==> config.mk <==
export PLATFORM = sky130hd
export DESIGN_NAME = basicOps
export DESIGN_NICKNAME = d
export VERILOG_FILES = /design/src/design/residuPkg.sv /design/src/design/basicOps.sv
export VERILOG_INCLUDE_DIRS = /design/src /design/src/design
export SDC_FILE = /design/constraint.sdc
export NUM_CORES = 1
export LEC_CHECK = 0
export BUFFER_PORTS_ARGS = -buffer_cell sky130_fd_sc_hd__buf_2
export CORE_ASPECT_RATIO = 2
export CORE_UTILIZATION = 43
export DETAILED_ROUTE_END_ITERATION = 10
export PLACE_DENSITY_LB_ADDON = 0.15
export REMOVE_ABC_BUFFERS = 1
export SYNTH_ARGS = -nofsm -noshare
export SYNTH_HDL_FRONTEND = slang
export SYNTH_SLANG_ARGS = --single-unit
==> constraint.sdc <==
create_clock -name vclk -period 12.3
set_clock_uncertainty 0.15 [all_clocks]
set_input_delay 1.845 -clock vclk [all_inputs]
set_output_delay 1.845 -clock vclk [all_outputs]
set_load 0.01 [all_outputs]
==> src/design/residuFilter_settings.svh <==
`ifndef RESIDU_FILTER_SETTINGS_SVH
`define RESIDU_FILTER_SETTINGS_SVH

//////////////////////////////
// Filter shape
//////////////////////////////

// Filter order M, taps run 0..M
`define RESIDU_ORDER 10

// Output samples per run
`define RESIDU_LG 40

//////////////////////////////
// Datapath
//////////////////////////////

// Scratch memory address width
`define RESIDU_AW 11

// Left shift before rounding
`define RESIDU_SHIFT 3

// Added before taking the upper half
`define RESIDU_ROUND 32'sh0000_8000

`endif
==> src/design/residuPkg.sv <==
`include "residuFilter_settings.svh"

package residuPkg;

	//////////////////////////////
	// Datapath types
	//////////////////////////////

	// Q15 value for coefficients, samples and outputs
	typedef logic signed [15:0] sampleT;

	// Accumulator word, also the coefficient/output memory word
	typedef logic signed [31:0] wordT;

	// Scratch memory address
	typedef logic [`RESIDU_AW-1:0] addrT;

	//////////////////////////////
	// Sequencer
	//////////////////////////////

	typedef enum logic [2:0]
	{
		stIdle,
		stLoad,
		stAccumulate,
		stShift,
		stWrite,
		stFinish
	} seqStateT;

endpackage

==> src/design/basicOps.sv <==
`timescale 1ns/1ps
`include "residuFilter_settings.svh"

module basicOps
(
	input residuPkg::sampleT multA,
	input residuPkg::sampleT multB,
	input residuPkg::wordT macAcc,
	input residuPkg::wordT roundIn,
	output residuPkg::wordT multOut,
	output residuPkg::wordT macOut,
	output residuPkg::sampleT roundOut
);

	localparam residuPkg::wordT maxWord = 32'sh7FFF_FFFF;
	localparam residuPkg::wordT minWord = 32'sh8000_0000;

	// Only -32768 * -32768 lands here
	localparam residuPkg::wordT multLimit = 32'sh4000_0000;

	residuPkg::wordT rawProd;
	residuPkg::wordT rounded;

	//////////////////////////////
	// Shared 32-bit saturating add
	//////////////////////////////

	function automatic residuPkg::wordT satAdd
	(
		input residuPkg::wordT p,
		input residuPkg::wordT q
	);
		logic signed [32:0] wide;
		begin
			wide = {p[31], p} + {q[31], q};
			// Guard bit disagrees with the sign on overflow
			if (wide[32] != wide[31])
				return wide[32] ? minWord : maxWord;
			return wide[31:0];
		end
	endfunction

	//////////////////////////////
	// L_mult
	//////////////////////////////

	assign rawProd = multA * multB;

	always_comb
	begin
		if (rawProd == multLimit)
			multOut = maxWord;
		else
			multOut = rawProd <<< 1;
	end

	//////////////////////////////
	// L_mac
	//////////////////////////////

	// Product saturates first, then the accumulate
	assign macOut = satAdd(macAcc, multOut);

	//////////////////////////////
	// round
	//////////////////////////////

	assign rounded = satAdd(roundIn, `RESIDU_ROUND);
	assign roundOut = rounded[31:16];

endmodule

==> key figures <==
Finish
  • Share of cells above drive strength 1: 0.354
  • Fillers: 2,565
  • Fin nets: 2,366
  • Storage element area: 0 sq um
  • FFs & Latches: 0
  • # clk buffers: 0
  • Multi-input logic area: 0.0120 sq mm
  • Post-route cell area: around 0.017 sq mm
  • Layout area overhead: 39.7%

Synthesis
  • Area contributors post-synth: fa_1 (43%), ha_1 (12%), inv_1 (7.2%)
  • Largest family of logic cells by synthesized area: adder cells
  • Unique masters post-synth: 69
  • Top-count cell post-synth: fa_1
  • Simple-gate share of the synthesized area: 0.181
  • Sequential share of the synthesized area: 0
  • Cells after synthesis: between 1k and 1.5k
  • Xor and xnor fraction of the mapped netlist area: 0.0500
  • Top cell type's share of synthesized area: 0.430
  • Synth Area in Compound Gates: 0.126
  • Synth area leader: fa_1
  • Proportion of synthesized area in mux cells: 0.00174
  • Syn. warnings: 0
  • Adder-Cell Fraction of Synth Area: 0.551
  • Syn Area/Cell: 8.55 sq um
  • Synth cell count leaders: fa_1 (263), inv_1 (236), nand2_1 (220), ha_1 (115), and2_1 (85)
  • Cell area after synthesis: 0.0123 sq mm

Placed design
  • GPL Wtd Cong: 0.922
  • Detailed Place HPWL: 33,900 microns
  • Cell Area, Placed: around 0.016 sq mm
  • Buffers on Ports: 161

Critical path
  • CP Class: primary input to output pin
  • Crit path DAT: between 10,000 and 15,000 ps
  • Top cell by count, worst path: buf_4
  • Critical path origin: multA[14]
  • Critical-path top delay cell: fa_1
  • Crit. End Element: output pin
  • Crit-path max FO: 7
  • Critical Path Start Type: primary input
  • Slowest cell delay on critical path: 600 ps
  • Critical Path RT: 10,300 ps

Floorplanning
  • Die ar.: 0.0292 sq mm
  • Die Y: 241 microns
  • # rows: 87
  • IO Pins: 176
  • Core Region: 0.0281 sq mm
  • Starting Density: 0.436
  • Chip Width: 121 microns

Run status
  • Failing checks: negative setup slack
  • Status: complete, but fails checks

Hold path
  • Startpoint of the worst hold path: roundIn[29]
  • Tightest Hold Check Type: primary input to output pin

Global route
  • Met3 usage: 0.00709
  • Met2 Resource Use GR: 0.561
  • First-pass GRT wire length: 60,800 microns
  • GR peak layer: met2
  • GRT met1 Usage: 0.249
  • Initial antenna violation count: 1
  • Vias in the first global route: 12.8k
  • Grt total ovfl: 0
  • Largest net degree at the start of global routing: 27
  • GRT Total Usage: 0.269

Timing
  • Rel. slew slack: 0.596
  • Actual slew at the worst max-slew pin: 606 ps
  • Fin crit share: 1.00
  • Fin. max-slew vios: 0
  • Tmin final: 12,350 ps
  • Final setup vio count: 14
  • RSZ-0062 raised after global routing: yes
  • Final Hold Vio Count: 0
  • Final WS setup: -48.8 ps
  • Fmax: 81.0 MHz

Route
  • Final wirelength: 39,400 microns
  • Vias per cell: 5.28
  • DRT antenna net count: 0
  • Via count: 11.9k
  • Pre-Repair DR Iteration Count: 5
  • WL per Instance: 17.5 microns
  • DRC: 0
  • Iteration-0 DRC Markers: 547

Clock network
  • Hold_buf cts: 0

Run
  • Max-cap check violation count: 0
what timing repair did:
| action | CTS | global route |
|---|---|---|
| endpoints found under the setup margin | 32 | 32 |
| gates cloned | 1 | 2 |
| setup buffers | 18 | 16 |
| gates resized for setup | 122 | 119 |
| pin swaps | 29 | 73 |
stage by stage:
stage	util	hold slack [ps]	setup WS (ps)	instances	setup TNS (ps)
5_1_grt	0.609	3890	-356	2247	-10130
3_3_place_gp	0.561	3870	-764	2210	-23150
3_5_place_dp	0.561	3870	-771	2210	-23610
2_1_floorplan	-	3670	-774	1379	-21600
4_1_cts	0.587	3870	-18.9	2228	-107
6_report	0.609	3870	-48.8	2247	-210
final timing paths:
check | to | slack [ps] | depth (start not counted)
worst min-delay path | roundOut[13] | 3870 | 4
worst max-delay path | macOut[21] | -50 | 38
cell usage in the layout, fill, tap and decap left out, drive strengths merged, types with 11 or more instances in the layout:
master	Yosys	routed
a211oi	11	11
a21o	19	19
a21oi	64	64
and2	85	85
buf	13	510
fa	263	263
ha	115	115
inv	236	236
nand2	221	221
nand2b	18	18
nand3	20	20
nand4	13	13
nor2	37	37
nor3	11	11
o21ai	61	61
o21bai	17	17
xnor2	46	46
xor2	24	24
layer usage:
layer	wire length, microns	share of wire
met1	12200	0.31
met2	23800	0.60
met3	736	0.019
met4	2610	0.066
met5	0	0
worst max-delay path: cells and delay by family:
family	cells	cell delay [ps]
fa+ha+maj	9	3920
buf+inv	14	1870
simple gates	8	1540
compound gates	7	1160
cell families after synthesis:
logic type,count (synthesis)
XOR/XNOR,70
multiplexers,2
buffers and inverters,290
AO/OA/AOI/OAI,235
AND/OR/NAND/NOR,453
adder cells (fa/ha/maj),383
layout make-up:
cell class / instances / area share
Timing Repair Buffer: 511 / 0.222
Inverter: 236 / 0.0518
Tap cell: 356 / 0.0260
Multi-Input combinational cell: 1143 / 0.700
Antenna cell: 1 / 0.000146
Power is not shown: default switching activity piles up to over one toggle a cycle in this logic, so the estimate is an artifact.
