File: src/design/residuFilter_settings.svh
`ifndef RESIDU_FILTER_SETTINGS_SVH
`define RESIDU_FILTER_SETTINGS_SVH

//////////////////////////////
// Filter shape
//////////////////////////////

// Filter order M, taps run 0..M
`define RESIDU_ORDER 10

// Output samples per run
`define RESIDU_LG 40

//////////////////////////////
// Datapath
//////////////////////////////

// Scratch memory address width
`define RESIDU_AW 11

// Left shift before rounding
`define RESIDU_SHIFT 3

// Added before taking the upper half
`define RESIDU_ROUND 32'sh0000_8000

`endif
File: src/design/residuPkg.sv
`include "residuFilter_settings.svh"

package residuPkg;

	//////////////////////////////
	// Datapath types
	//////////////////////////////

	// Q15 value for coefficients, samples and outputs
	typedef logic signed [15:0] sampleT;

	// Accumulator word, also the coefficient/output memory word
	typedef logic signed [31:0] wordT;

	// Scratch memory address
	typedef logic [`RESIDU_AW-1:0] addrT;

	//////////////////////////////
	// Sequencer
	//////////////////////////////

	typedef enum logic [2:0]
	{
		stIdle,
		stLoad,
		stAccumulate,
		stShift,
		stWrite,
		stFinish
	} seqStateT;

endpackage

File: src/design/longShifter.sv
`timescale 1ns/1ps
`include "residuFilter_settings.svh"

module longShifter
(
	input logic clk,
	input logic rst,
	input logic req,
	input residuPkg::wordT operand,
	output logic done,
	output residuPkg::wordT result
);

	localparam int countW = $clog2(`RESIDU_SHIFT + 1);

	logic busy;
	logic [countW-1:0] remaining;

	// One L_shl step, sticks at the rail once saturated
	function automatic residuPkg::wordT shiftOne(input residuPkg::wordT v);
		if (v[31] != v[30])
			return v[31] ? 32'sh8000_0000 : 32'sh7FFF_FFFF;
		return {v[30:0], 1'b0};
	endfunction

	always_ff @(posedge clk)
	begin
		if (rst)
		begin
			busy <= 1'b0;
			remaining <= '0;
			done <= 1'b0;
		end
		else
		begin
			done <= 1'b0;
			if (busy)
			begin
				remaining <= remaining - 1'b1;
				if (remaining == countW'(1))
				begin
					busy <= 1'b0;
					done <= 1'b1;
				end
			end
			else if (req)
			begin
				busy <= 1'b1;
				remaining <= countW'(`RESIDU_SHIFT);
			end
		end
	end

	// Operand capture, then one bit per busy cycle
	always_ff @(posedge clk)
	begin
		if (busy)
			result <= shiftOne(result);
		else if (req)
			result <= operand;
	end

	// Sequencer must wait for done before the next request
	noReqWhileBusy: assert property (@(posedge clk) disable iff (rst) busy |-> !req)
	else
		$error("longShifter request arrived while busy");

endmodule

File: config.mk
export PLATFORM = sky130hd
export DESIGN_NAME = longShifter
export DESIGN_NICKNAME = d
export VERILOG_FILES = /design/src/design/residuPkg.sv /design/src/design/longShifter.sv
export VERILOG_INCLUDE_DIRS = /design/src /design/src/design
export SDC_FILE = /design/constraint.sdc
export NUM_CORES = 1
export LEC_CHECK = 0
export BUFFER_PORTS_ARGS = -buffer_cell sky130_fd_sc_hd__buf_2
export CAP_MARGIN = 20
export CORE_MARGIN = 3
export CORE_UTILIZATION = 32
export CTS_CLUSTER_DIAMETER = 150
export DETAILED_ROUTE_END_ITERATION = 6
export GPL_TIMING_DRIVEN = 0
export PLACE_DENSITY_LB_ADDON = 0.2
export SYNTH_ARGS = -nofsm -noshare
export SYNTH_HDL_FRONTEND = slang
export SYNTH_SLANG_ARGS = --single-unit
export TNS_END_PERCENT = 5
File: constraint.sdc
create_clock -name clk -period 1.9 [get_ports clk]
set_input_delay 0.19 -clock clk [delete_from_list [all_inputs] [get_ports clk]]
set_output_delay 0.19 -clock clk [all_outputs]
set_load 0.01 [all_outputs]
==> run_results.csv, run 1 <==
group,metric,value,unit
worst_setup_path,startpoint,"result[30]$_DFFE_PP_",
global_routing,grtUsageTotal,13.4,%
synth,yosysUniqueCellTypes,21,
floorplanning,num_rows,27,
synth,ys_ff_latch,36,
worst_setup_path,crit_arrival,1.78,ns
worst_setup_path,crit_top_cell,"buf_6",
clock_tree,cts_buffers,5,
floorplanning,dieArea,0.00697,mm2
clock_tree,clk_path_buf_depth,2,
sta,fin_crit_sh,91.7,%
synth,netlist_instances,162,
detailed_routing,post-route-drc-count,0,
floorplanning,chipHeight,83.5,um
synth,ys_warn_count,0,
clock_tree,clk_latency,0.28,ns
floorplanning,die_w,83.5,um
floorplanning,core-area,0.00564,mm2
clock_tree,clock_sinks,36,
synth,yosys-top-cells-area,"edfxtp_1, nand2b_1, nor2b_1",
synth,avgSynthCellArea,11.9,um2
clock_tree,postCtsSetupBuffers,0,
sta,max_clock_freq,0.574,GHz
layout,antenna_cells,0,
detailed_routing,drt_iter0_markers,59,
floorplanning,start_util,34.0,%
worst_setup_path,r2r_start,"result[30]$_DFFE_PP_",
sta,worst_pin_slew,0.759,ns
worst_setup_path,critical-path-top-delay-family,"flip-flops",
layout,drive_gt1_share,46.4,%
sta,rsz0062_at_grt,"false",
detailed_routing,routed_via_density,4.68,
layout,syn_to_final_growth,27.1,%
sta,slew_viol_final,0,
global_routing,grt_pass1_vias,1479,
clock_tree,cts_tree,"yes",
detailed_routing,vias,1454,
job,maxCapViolCount,0,
synth,synth_top_area_share,50.0,%
clock_tree,clkTransAtPathRegs,0.07,ns
synth,synth.yosys.seq_area_share,54.2,%
worst_setup_path,cp_cell_sequence,"ha_1 -> nand2b_4 -> buf_6 -> buf_6 -> a31o_1",
layout,fill_cells,579,
pwr,power.total,2180,uW
clock_tree,cts_root_buffer,"clkbuf_8",
worst_setup_path,crit_path_end_kind,"flip-flop",
placed_design,routabilityCongestion,0.713,
pwr,power_density,895,mW/mm2
placed_design,port_buffers,67,
detailed_routing,wire_per_inst,14.2,um
global_routing,antenna_found_initial,0,
worst_setup_path,crit_slowest_cell,"edfxtp_1",
worst_setup_path,start_kind,"flip-flop",
sta,setup_viol_count_final,0,
sta,final_hold_viol_count,0,
global_routing,grt-ovfl-total,0,
synth,synth_edf_count,32,
worst_setup_path,cp.required,1.94,ns
pwr,internal_power,1550,uW
pwr,switchingPower,634,uW
detailed_routing,ant_nets,0,
synth,synth_nets,200,
worst_setup_path,path_buf_inv,2,
pwr,power.share.combinational,28.8,%
clock_tree,cts_hold_buf,0,
global_routing,grt_start_max_net_pins,32,
pwr,power.leakage,0.00104,uW
synth,netlist_area,0.00192,mm2
synth,synthFlopType,"edfxtp_1",
pwr,p_clk_share,23.4,%
pwr,peakVddDrop,0.000332,V
detailed_routing,drt-total-wl,4410,um
synth,synth.largest_area_cell,"edfxtp_1",
clock_tree,post_cts_resize_count,0,
worst_setup_path,path_class,"flip-flop to flip-flop",
floorplanning,pin_count,68,
detailed_routing,drtPass1Iterations,4,
placed_design,hpwl,3140,um
clock_tree,cts_htree_levels,2,
synth,synth-async-reset-ratio,0,%
worst_setup_path,critPathMaxStageDelay,0.43,ns
worst_hold_path,worstHoldStart,"rst",
outcome,outcome,"complete, no violations",
sta,fin_crit,1.74,ns
sta,fin_skew,0.00440,ns
global_routing,grt_pass1_wl,7450,um
worst_hold_path,min_path_type,"input pin to flip-flop",
pwr,swShare,29.0,%
layout,nets,276,
sta,fin_tns_setup,0,ns
pwr,seqPwrFrac,47.8,%
sta,slew_headroom,49.4,%
worst_setup_path,crit_fanout,10,
[logic make-up after synthesis]
| logic type | after synthesis | synth area share [%] |
|---|---|---|
| simple gates | 73 | 23.2 |
| flops | 36 | 54.2 |
| compound gates | 32 | 14.2 |
| buf+inv | 16 | 5.28 |
| fa+ha+maj | 3 | 1.95 |
| mux | 2 | 1.17 |
[routing by layer]
layer | global-route usage [%] | part of all wire [%]
met1 | 18.1 | 47
met3 | 4.64 | 5.6
met5 | 0 | 0
met4 | 3.51 | 1.2
met2 | 20.5 | 46
[cell usage after synthesis (2+ instances only)]
cell,instances
a31o_1,10
a31o_2,19
buf_2,9
buf_4,2
buf_6,3
dfxtp_1,4
edfxtp_1,32
ha_1,3
inv_1,2
mux2_2,2
nand2_1,4
nand2b_1,31
nor2_1,2
nor2b_1,30
nor3_1,3
[power groups by stage]
stage	registers, uW	logic (uW)	clock network (uW)
6_report	1050	629	510
5_1_grt	1060	707	580
4_1_cts	1050	631	536
3_5_place_dp	1060	629	0
3_3_place_gp	1070	626	0
2_1_floorplan	1100	366	0
[worst register-to-register path: stages, from the launching register on]
cell and delay, ns:
edfxtp_1 0.43, ha_1 0.40, nand2b_4 0.18, buf_6 0.14
buf_6 0.14, a31o_1 0.21
[sequential cells by signal (all words and copies together), names as in the netlist]
register and flops:
result 32, busy 1, remaining 2, done 1
[per-stage QoR]
| stage | cells | instance area, um2 | hold WS, ns | setup WS (ns) | utilization [%] |
|---|---|---|---|---|---|
| floorplan | 162 | 1920 | 0.259 | 0.198 | - |
| global placement | 301 | 2350 | 0.411 | 0.0998 | 41.6 |
| detailed placement | 301 | 2350 | 0.409 | 0.0968 | 41.6 |
| CTS | 309 | 2430 | 0.102 | 0.0778 | 43.0 |
| global route | 311 | 2440 | 0.109 | 0.00914 | 43.3 |
| finish | 311 | 2440 | 0.113 | 0.157 | 43.3 |
[cell type report]
class / instances / area (um2) / area share (%)
tap: 72 / 90.1 / 3.69
clock buffer: 7 / 76.3 / 3.13
timing repair buffer: 69 / 350 / 14.4
inverter: 2 / 7.51 / 0.308
buffer: 14 / 93.8 / 3.84
multi-input combinational: 110 / 778 / 31.9
sequential: 36 / 1040 / 42.6
clock inverter: 1 / 3.75 / 0.154
[cell usage in the layout, fill, tap and decap left out]
master / instances
a211oi_1: 1
a21oi_1: 1
a31o_1: 10
a31o_2: 19
a31oi_1: 1
buf_2: 76
buf_4: 4
buf_6: 3
clkbuf_1: 2
clkbuf_8: 5
clkinv_1: 1
dfxtp_1: 4
edfxtp_1: 32
ha_1: 3
inv_1: 2
mux2_2: 2
nand2_1: 4
nand2b_1: 31
nand2b_4: 1
nor2_1: 2
nor2b_1: 30
nor3_1: 3
or2_0: 1
or2_2: 1
[final timing paths]
kind / slack (ns) / cells past startpoint / to
max: 0.16 / 5 / result[20]$_DFFE_PP_
min: 0.11 / 2 / busy$_SDFF_PP0_
max reg2reg: 0.16 / 5 / result[20]$_DFFE_PP_
min reg2reg: 0.49 / 1 / remaining[0]$_SDFFE_PP0P_
(Power assumes the default switching activity.)
==> inputs of run 2 (changes only) <==
--- a/config.mk
+++ b/config.mk
@@ -14,6 +14,7 @@
 export DETAILED_ROUTE_END_ITERATION = 6
 export GPL_TIMING_DRIVEN = 0
 export PLACE_DENSITY_LB_ADDON = 0.2
+export RECOVER_POWER = 100
 export SYNTH_ARGS = -nofsm -noshare
 export SYNTH_HDL_FRONTEND = slang
 export SYNTH_SLANG_ARGS = --single-unit
==> run_results.csv, run 2 (synthesis gave the netlist of run 1 again) <==
group,metric,value,unit
outcome,outcome,"complete, no violations",
clock_tree,cts_tree,"yes",
floorplanning,dieArea,0.00697,mm2
placed_design,hpwl,3140,um
layout,fill_cells,589,
sta,worst_pin_slew,0.753,ns
placed_design,port_buffers,67,
floorplanning,num_rows,27,
detailed_routing,drt-total-wl,4470,um
detailed_routing,wire_per_inst,14.4,um
detailed_routing,drtPass1Iterations,4,
detailed_routing,vias,1453,
clock_tree,cts_hold_buf,0,
floorplanning,pin_count,68,
floorplanning,chipHeight,83.5,um
sta,fin_crit,1.79,ns
pwr,power.leakage,0.000940,uW
global_routing,grt_pass1_vias,1479,
layout,ff_latch_area,0.00104,mm2
worst_setup_path,crit_fanout,10,
sta,setup_viol_count_final,0,
pwr,power_density,902,mW/mm2
sta,slew_viol_final,0,
global_routing,grt-ovfl-total,0,
detailed_routing,ant_nets,0,
floorplanning,core-area,0.00564,mm2
layout,antenna_cells,0,
layout,largest_register,"result",
sta,fin_ws,0.112,ns
worst_setup_path,crit_top_cell,"buf_6",
sta,fin_crit_sh,94.1,%
worst_setup_path,start_kind,"flip-flop",
clock_tree,cts_root_buffer,"clkbuf_8",
layout,largest_reg_flops,32,
worst_setup_path,startpoint,"result[30]$_DFFE_PP_",
worst_setup_path,r2r-end,"result[27]$_DFFE_PP_",
pwr,internal_power,1520,uW
floorplanning,die_w,83.5,um
job,maxCapViolCount,0,
layout,syn_to_final_growth,24.4,%
layout,mostFrequentLayoutCell,"buf_2",
layout,nets,276,
worst_setup_path,crit_slowest_cell,"edfxtp_1",
pwr,seqPwrFrac,48.6,%
sta,final_hold_viol_count,0,
worst_hold_path,worstHoldStart,"rst",
sta,max_clock_freq,0.559,GHz
detailed_routing,routed_via_density,4.67,
worst_setup_path,r2r_setup_slack,0.11,ns
layout,post-route-util,42.4,%
clock_tree,cts_htree_levels,2,
worst_setup_path,cp.required,1.94,ns
worst_setup_path,crit_path_end_kind,"flip-flop",
worst_hold_path,min_path_type,"input pin to flip-flop",
worst_hold_path,hold_depth,2,
sta,fin_skew,0.00555,ns
placed_design,routabilityCongestion,0.713,
pwr,peakVddDrop,0.000329,V
worst_setup_path,r2r_start,"result[30]$_DFFE_PP_",
layout,final_cell_mix,"buf_2, clkbuf_1, nand2b_1, edfxtp_1, nor2b_1",
worst_setup_path,critPathMaxStageDelay,0.43,ns
global_routing,grt_start_max_net_pins,32,
clock_tree,clk_path_buf_depth,2,
pwr,switchingPower,636,uW
placed_design,dp_slack,0.0968,ns
floorplanning,start_util,34.0,%
clock_tree,postCtsSetupBuffers,0,
sta,slew_headroom,49.8,%
clock_tree,post_cts_resize_count,0,
detailed_routing,drt_iter0_markers,74,
global_routing,antenna_found_initial,0,
detailed_routing,post-route-drc-count,0,
layout,drive_gt1_share,32.2,%
sta,fin_tns_setup,0,ns
layout,reg.largest.list,"result: 32 flops, remaining: 2 flops",
layout,multi_input_area,771,um2
worst_setup_path,cp_cell_sequence,"ha_1 -> nand2b_1 -> buf_6 -> buf_6 -> a31o_1",
clock_tree,clkTransAtPathRegs,0.07,ns
sta,rsz0062_at_grt,"false",
pwr,swShare,29.5,%
pwr,power.share.combinational,27.7,%
worst_setup_path,crit_arrival,1.83,ns
worst_setup_path,r2r.worst_path.cells,5,
pwr,p_clk_share,23.7,%
global_routing,grtUsageTotal,13.4,%
clock_tree,cts_buffers,5,
worst_hold_path,hold_end,"busy$_SDFF_PP0_",
worst_setup_path,path_class,"flip-flop to flip-flop",
global_routing,grt_pass1_wl,7450,um
clock_tree,clock_sinks,36,
clock_tree,clk_latency,0.28,ns
-- run 2: cell count changes in the layout (fill, tap and decap cells not counted) --
cell / before / now
buf_4: 4 / 2
nand2b_1: 31 / 32
clkbuf_4: 0 / 1
nand2b_4: 1 / 0
clkbuf_2: 0 / 3
buf_2: 76 / 41
clkbuf_1: 2 / 35
-- run 2: cell type report --
type,count,share of cell area (%)
Tap cell,72,3.77
Multi-Input combinational cell,110,32.3
Clock buffer,7,3.19
Buffer,14,3.77
Timing Repair Buffer,69,13.0
Clock inverter,1,0.157
Inverter,2,0.314
Sequential cell,36,43.6
-- run 2: power by group through the flow --
stage | logic [uW] | registers (uW) | clock network [uW]
2_1_floorplan | 366 | 1100 | 0
3_3_place_gp | 626 | 1070 | 0
3_5_place_dp | 629 | 1060 | 0
4_1_cts | 631 | 1050 | 536
5_1_grt | 675 | 1060 | 580
6_report | 597 | 1050 | 510
-- run 2: per-stage QoR --
| stage | total power (uW) | instances | hold WS (ns) | area (um2) |
|---|---|---|---|---|
| 4_1_cts | 2220 | 309 | 0.102 | 2430 |
| 2_1_floorplan | 1470 | 162 | 0.259 | 1920 |
| 5_1_grt | 2320 | 311 | 0.109 | 2390 |
| 3_3_place_gp | 1690 | 301 | 0.411 | 2350 |
| 6_report | 2160 | 311 | 0.113 | 2390 |
| 3_5_place_dp | 1690 | 301 | 0.409 | 2350 |
-- run 2: worst max-delay path by stage --
stage | to | slack, ns
after floorplan | result[20]$_DFFE_PP_ | 0.20
after global placement | result[27]$_DFFE_PP_ | 0.1
after detailed placement | result[27]$_DFFE_PP_ | 0.1
after CTS | result[27]$_DFFE_PP_ | 0.08
after global routing | result[17]$_DFFE_PP_ | 0.009
final | result[27]$_DFFE_PP_ | 0.11
-- run 2: critical path: cells and delay by family (launching register included) --
kind                     cells  cell delay [ns]
flip-flops                   1             0.43
AND/OR/NAND/NOR              1             0.20
buffers and inverters        2             0.29
adder cells (fa/ha/maj)      1             0.40
AO/OA/AOI/OAI                1             0.21
-- run 2: layer usage --
metal / global-route usage [%] / part of all wire (%) / vias up / routed length (um)
met4: 3.51 / 1.1 / 0 / 51
met5: 0 / 0 / - / 0
met3: 4.64 / 5.6 / 5 / 250
met2: 20.5 / 46 / 40 / 2070
met1: 18.1 / 47 / 683 / 2100
li1: - / - / 725 / -
==> inputs of run 3 (changes only) <==
--- a/config.mk
+++ b/config.mk
@@ -9,7 +9,7 @@
 export BUFFER_PORTS_ARGS = -buffer_cell sky130_fd_sc_hd__buf_2
 export CAP_MARGIN = 20
 export CORE_MARGIN = 3
-export CORE_UTILIZATION = 32
+export CORE_UTILIZATION = 45
 export CTS_CLUSTER_DIAMETER = 150
 export DETAILED_ROUTE_END_ITERATION = 6
 export GPL_TIMING_DRIVEN = 0
==> run_results.csv, run 3 (synthesis gave the netlist of run 1 again) <==
group,metric,value,unit
clock_tree,cts_htree_levels,2,
layout,fill_cells,398,
global_routing,top_usage_layer,"met2",
worst_hold_path,min_path_type,"input pin to flip-flop",
pwr,power.total,2120,uW
placed_design,dp_slack,0.105,ns
floorplanning,chipHeight,71.3,um
pwr,peakVddDrop,0.000499,V
sta,fin_skew,0.00383,ns
clock_tree,clk_latency,0.28,ns
layout,largest_reg_flops,32,
detailed_routing,routed_via_density,5.16,
job,maxCapViolCount,0,
sta,setup_viol_count_final,0,
detailed_routing,drt_iter0_markers,75,
pwr,internal_power,1500,uW
floorplanning,dieArea,0.00509,mm2
global_routing,antenna_found_initial,0,
detailed_routing,wire_per_inst,14.1,um
global_routing,grt-ovfl-total,0,
clock_tree,cts_hold_buf,0,
worst_setup_path,crit_arrival,1.82,ns
layout,mostFrequentLayoutCell,"buf_2",
layout,multi_input_area,771,um2
pwr,seqPwrFrac,49.6,%
clock_tree,cts_tree,"yes",
worst_setup_path,crit_fanout,10,
layout,ff_latch_area,0.00104,mm2
sta,worst_pin_slew,0.773,ns
placed_design,hpwl,2820,um
pwr,p_clk_share,23.1,%
placed_design,dpl-instance-area,0.00232,mm2
floorplanning,num_rows,23,
global_routing,grt.met3_usage,3.93,%
sta,fin_ws,0.108,ns
pwr,power.leakage,0.000927,uW
floorplanning,start_util,47.3,%
worst_setup_path,path_class,"flip-flop to flip-flop",
pwr,power_density,904,mW/mm2
floorplanning,core-area,0.00406,mm2
layout,drive_gt1_share,31.4,%
placed_design,port_buffers,67,
sta,final_hold_viol_count,0,
global_routing,grt_use_met1,22.6,%
sta,max_clock_freq,0.558,GHz
sta,fin_tns_setup,0,ns
layout,antenna_cells,0,
layout,final_cell_mix,"buf_2, clkbuf_1, nand2b_1, edfxtp_1, nor2b_1",
layout,reg.largest.list,"result: 32 flops, remaining: 2 flops",
outcome,outcome,"complete, no violations",
worst_setup_path,crit_path_end_kind,"flip-flop",
pwr,switchingPower,618,uW
detailed_routing,vias,1477,
detailed_routing,post-route-drc-count,0,
floorplanning,die_w,71.3,um
global_routing,grt_start_max_net_pins,32,
global_routing,grt_pass1_wl,6510,um
clock_tree,cts_buffers,5,
clock_tree,clkTransAtPathRegs,0.07,ns
detailed_routing,drt-total-wl,4030,um
clock_tree,clock_sinks,36,
worst_setup_path,cp.required,1.93,ns
layout,post-route-util,57.7,%
layout,largest_register,"result",
worst_setup_path,start_kind,"flip-flop",
clock_tree,cts_root_buffer,"clkbuf_8",
floorplanning,pin_count,68,
clock_tree,postCtsSetupBuffers,0,
pwr,swShare,29.2,%
sta,fin_crit_sh,94.3,%
layout,nets,274,
clock_tree,clk_path_buf_depth,2,
layout,final_area,0.00234,mm2
global_routing,grtUsageTotal,16.2,%
global_routing,grt_pass1_vias,1399,
clock_tree,post_cts_resize_count,0,
detailed_routing,ant_nets,0,
global_routing,met2_usage,25.0,%
sta,slew_viol_final,0,
placed_design,routabilityCongestion,0.738,
sta,fin_crit,1.79,ns
detailed_routing,drtPass1Iterations,4,
pwr,power.share.combinational,27.3,%
sta,slew_headroom,48.5,%
sta,rsz0062_at_grt,"false",
layout,syn_to_final_growth,22.0,%
-- run 3: changes by cell type in the layout (fill, tap and decap cells not counted), sizes merged --
| cell | change |
|---|---|
| clkinv | +1 |
| clkbuf | -2 |
| buf | -2 |
-- run 3: cell type report --
cell class	count	share of cell area, %
Inverter	2	0.321
Tap cell	50	2.67
Timing Repair Buffer	67	12.6
Buffer	14	3.85
Sequential cell	36	44.4
Clock inverter	2	0.321
Multi-Input combinational cell	110	32.9
Clock buffer	5	2.94
-- run 3: layer usage --
layer / up-vias / wire, um
met3: 7 / 252
met1: 703 / 1900
met2: 44 / 1840
met4: 0 / 42
li1: 723 / -
met5: - / 0
-- run 3: power groups by stage --
stage	logic, uW	clock network [uW]	registers, uW
3_3_place_gp	614	0	1060
5_1_grt	649	547	1060
2_1_floorplan	366	0	1100
6_report	579	489	1050
4_1_cts	618	511	1050
3_5_place_dp	616	0	1060
-- run 3: final timing paths --
check | cells after the start | slack (ns) | end | from
setup / recovery | 6 | 0.11 | result[27]$_DFFE_PP_ | result[31]$_DFFE_PP_
hold / removal | 2 | 0.12 | busy$_SDFF_PP0_ | rst
setup reg to reg | 6 | 0.11 | result[27]$_DFFE_PP_ | result[31]$_DFFE_PP_
hold reg to reg | 1 | 0.49 | remaining[0]$_SDFFE_PP0P_ | remaining[0]$_SDFFE_PP0P_
-- run 3: worst max-delay path, cell delays in order, from the launching register on --
cell      delay [ns]
edfxtp_1        0.42
inv_1           0.07
ha_1            0.35
nand2b_1        0.20
buf_6           0.15
buf_6           0.14
a31o_1          0.22
-- run 3: through the flow --
| step | std cells | hold WS [ns] |
|---|---|---|
| 2_1_floorplan | 162 | 0.259 |
| 3_3_place_gp | 279 | 0.408 |
| 3_5_place_dp | 279 | 0.409 |
| 4_1_cts | 286 | 0.108 |
| 5_1_grt | 286 | 0.121 |
| 6_report | 286 | 0.122 |
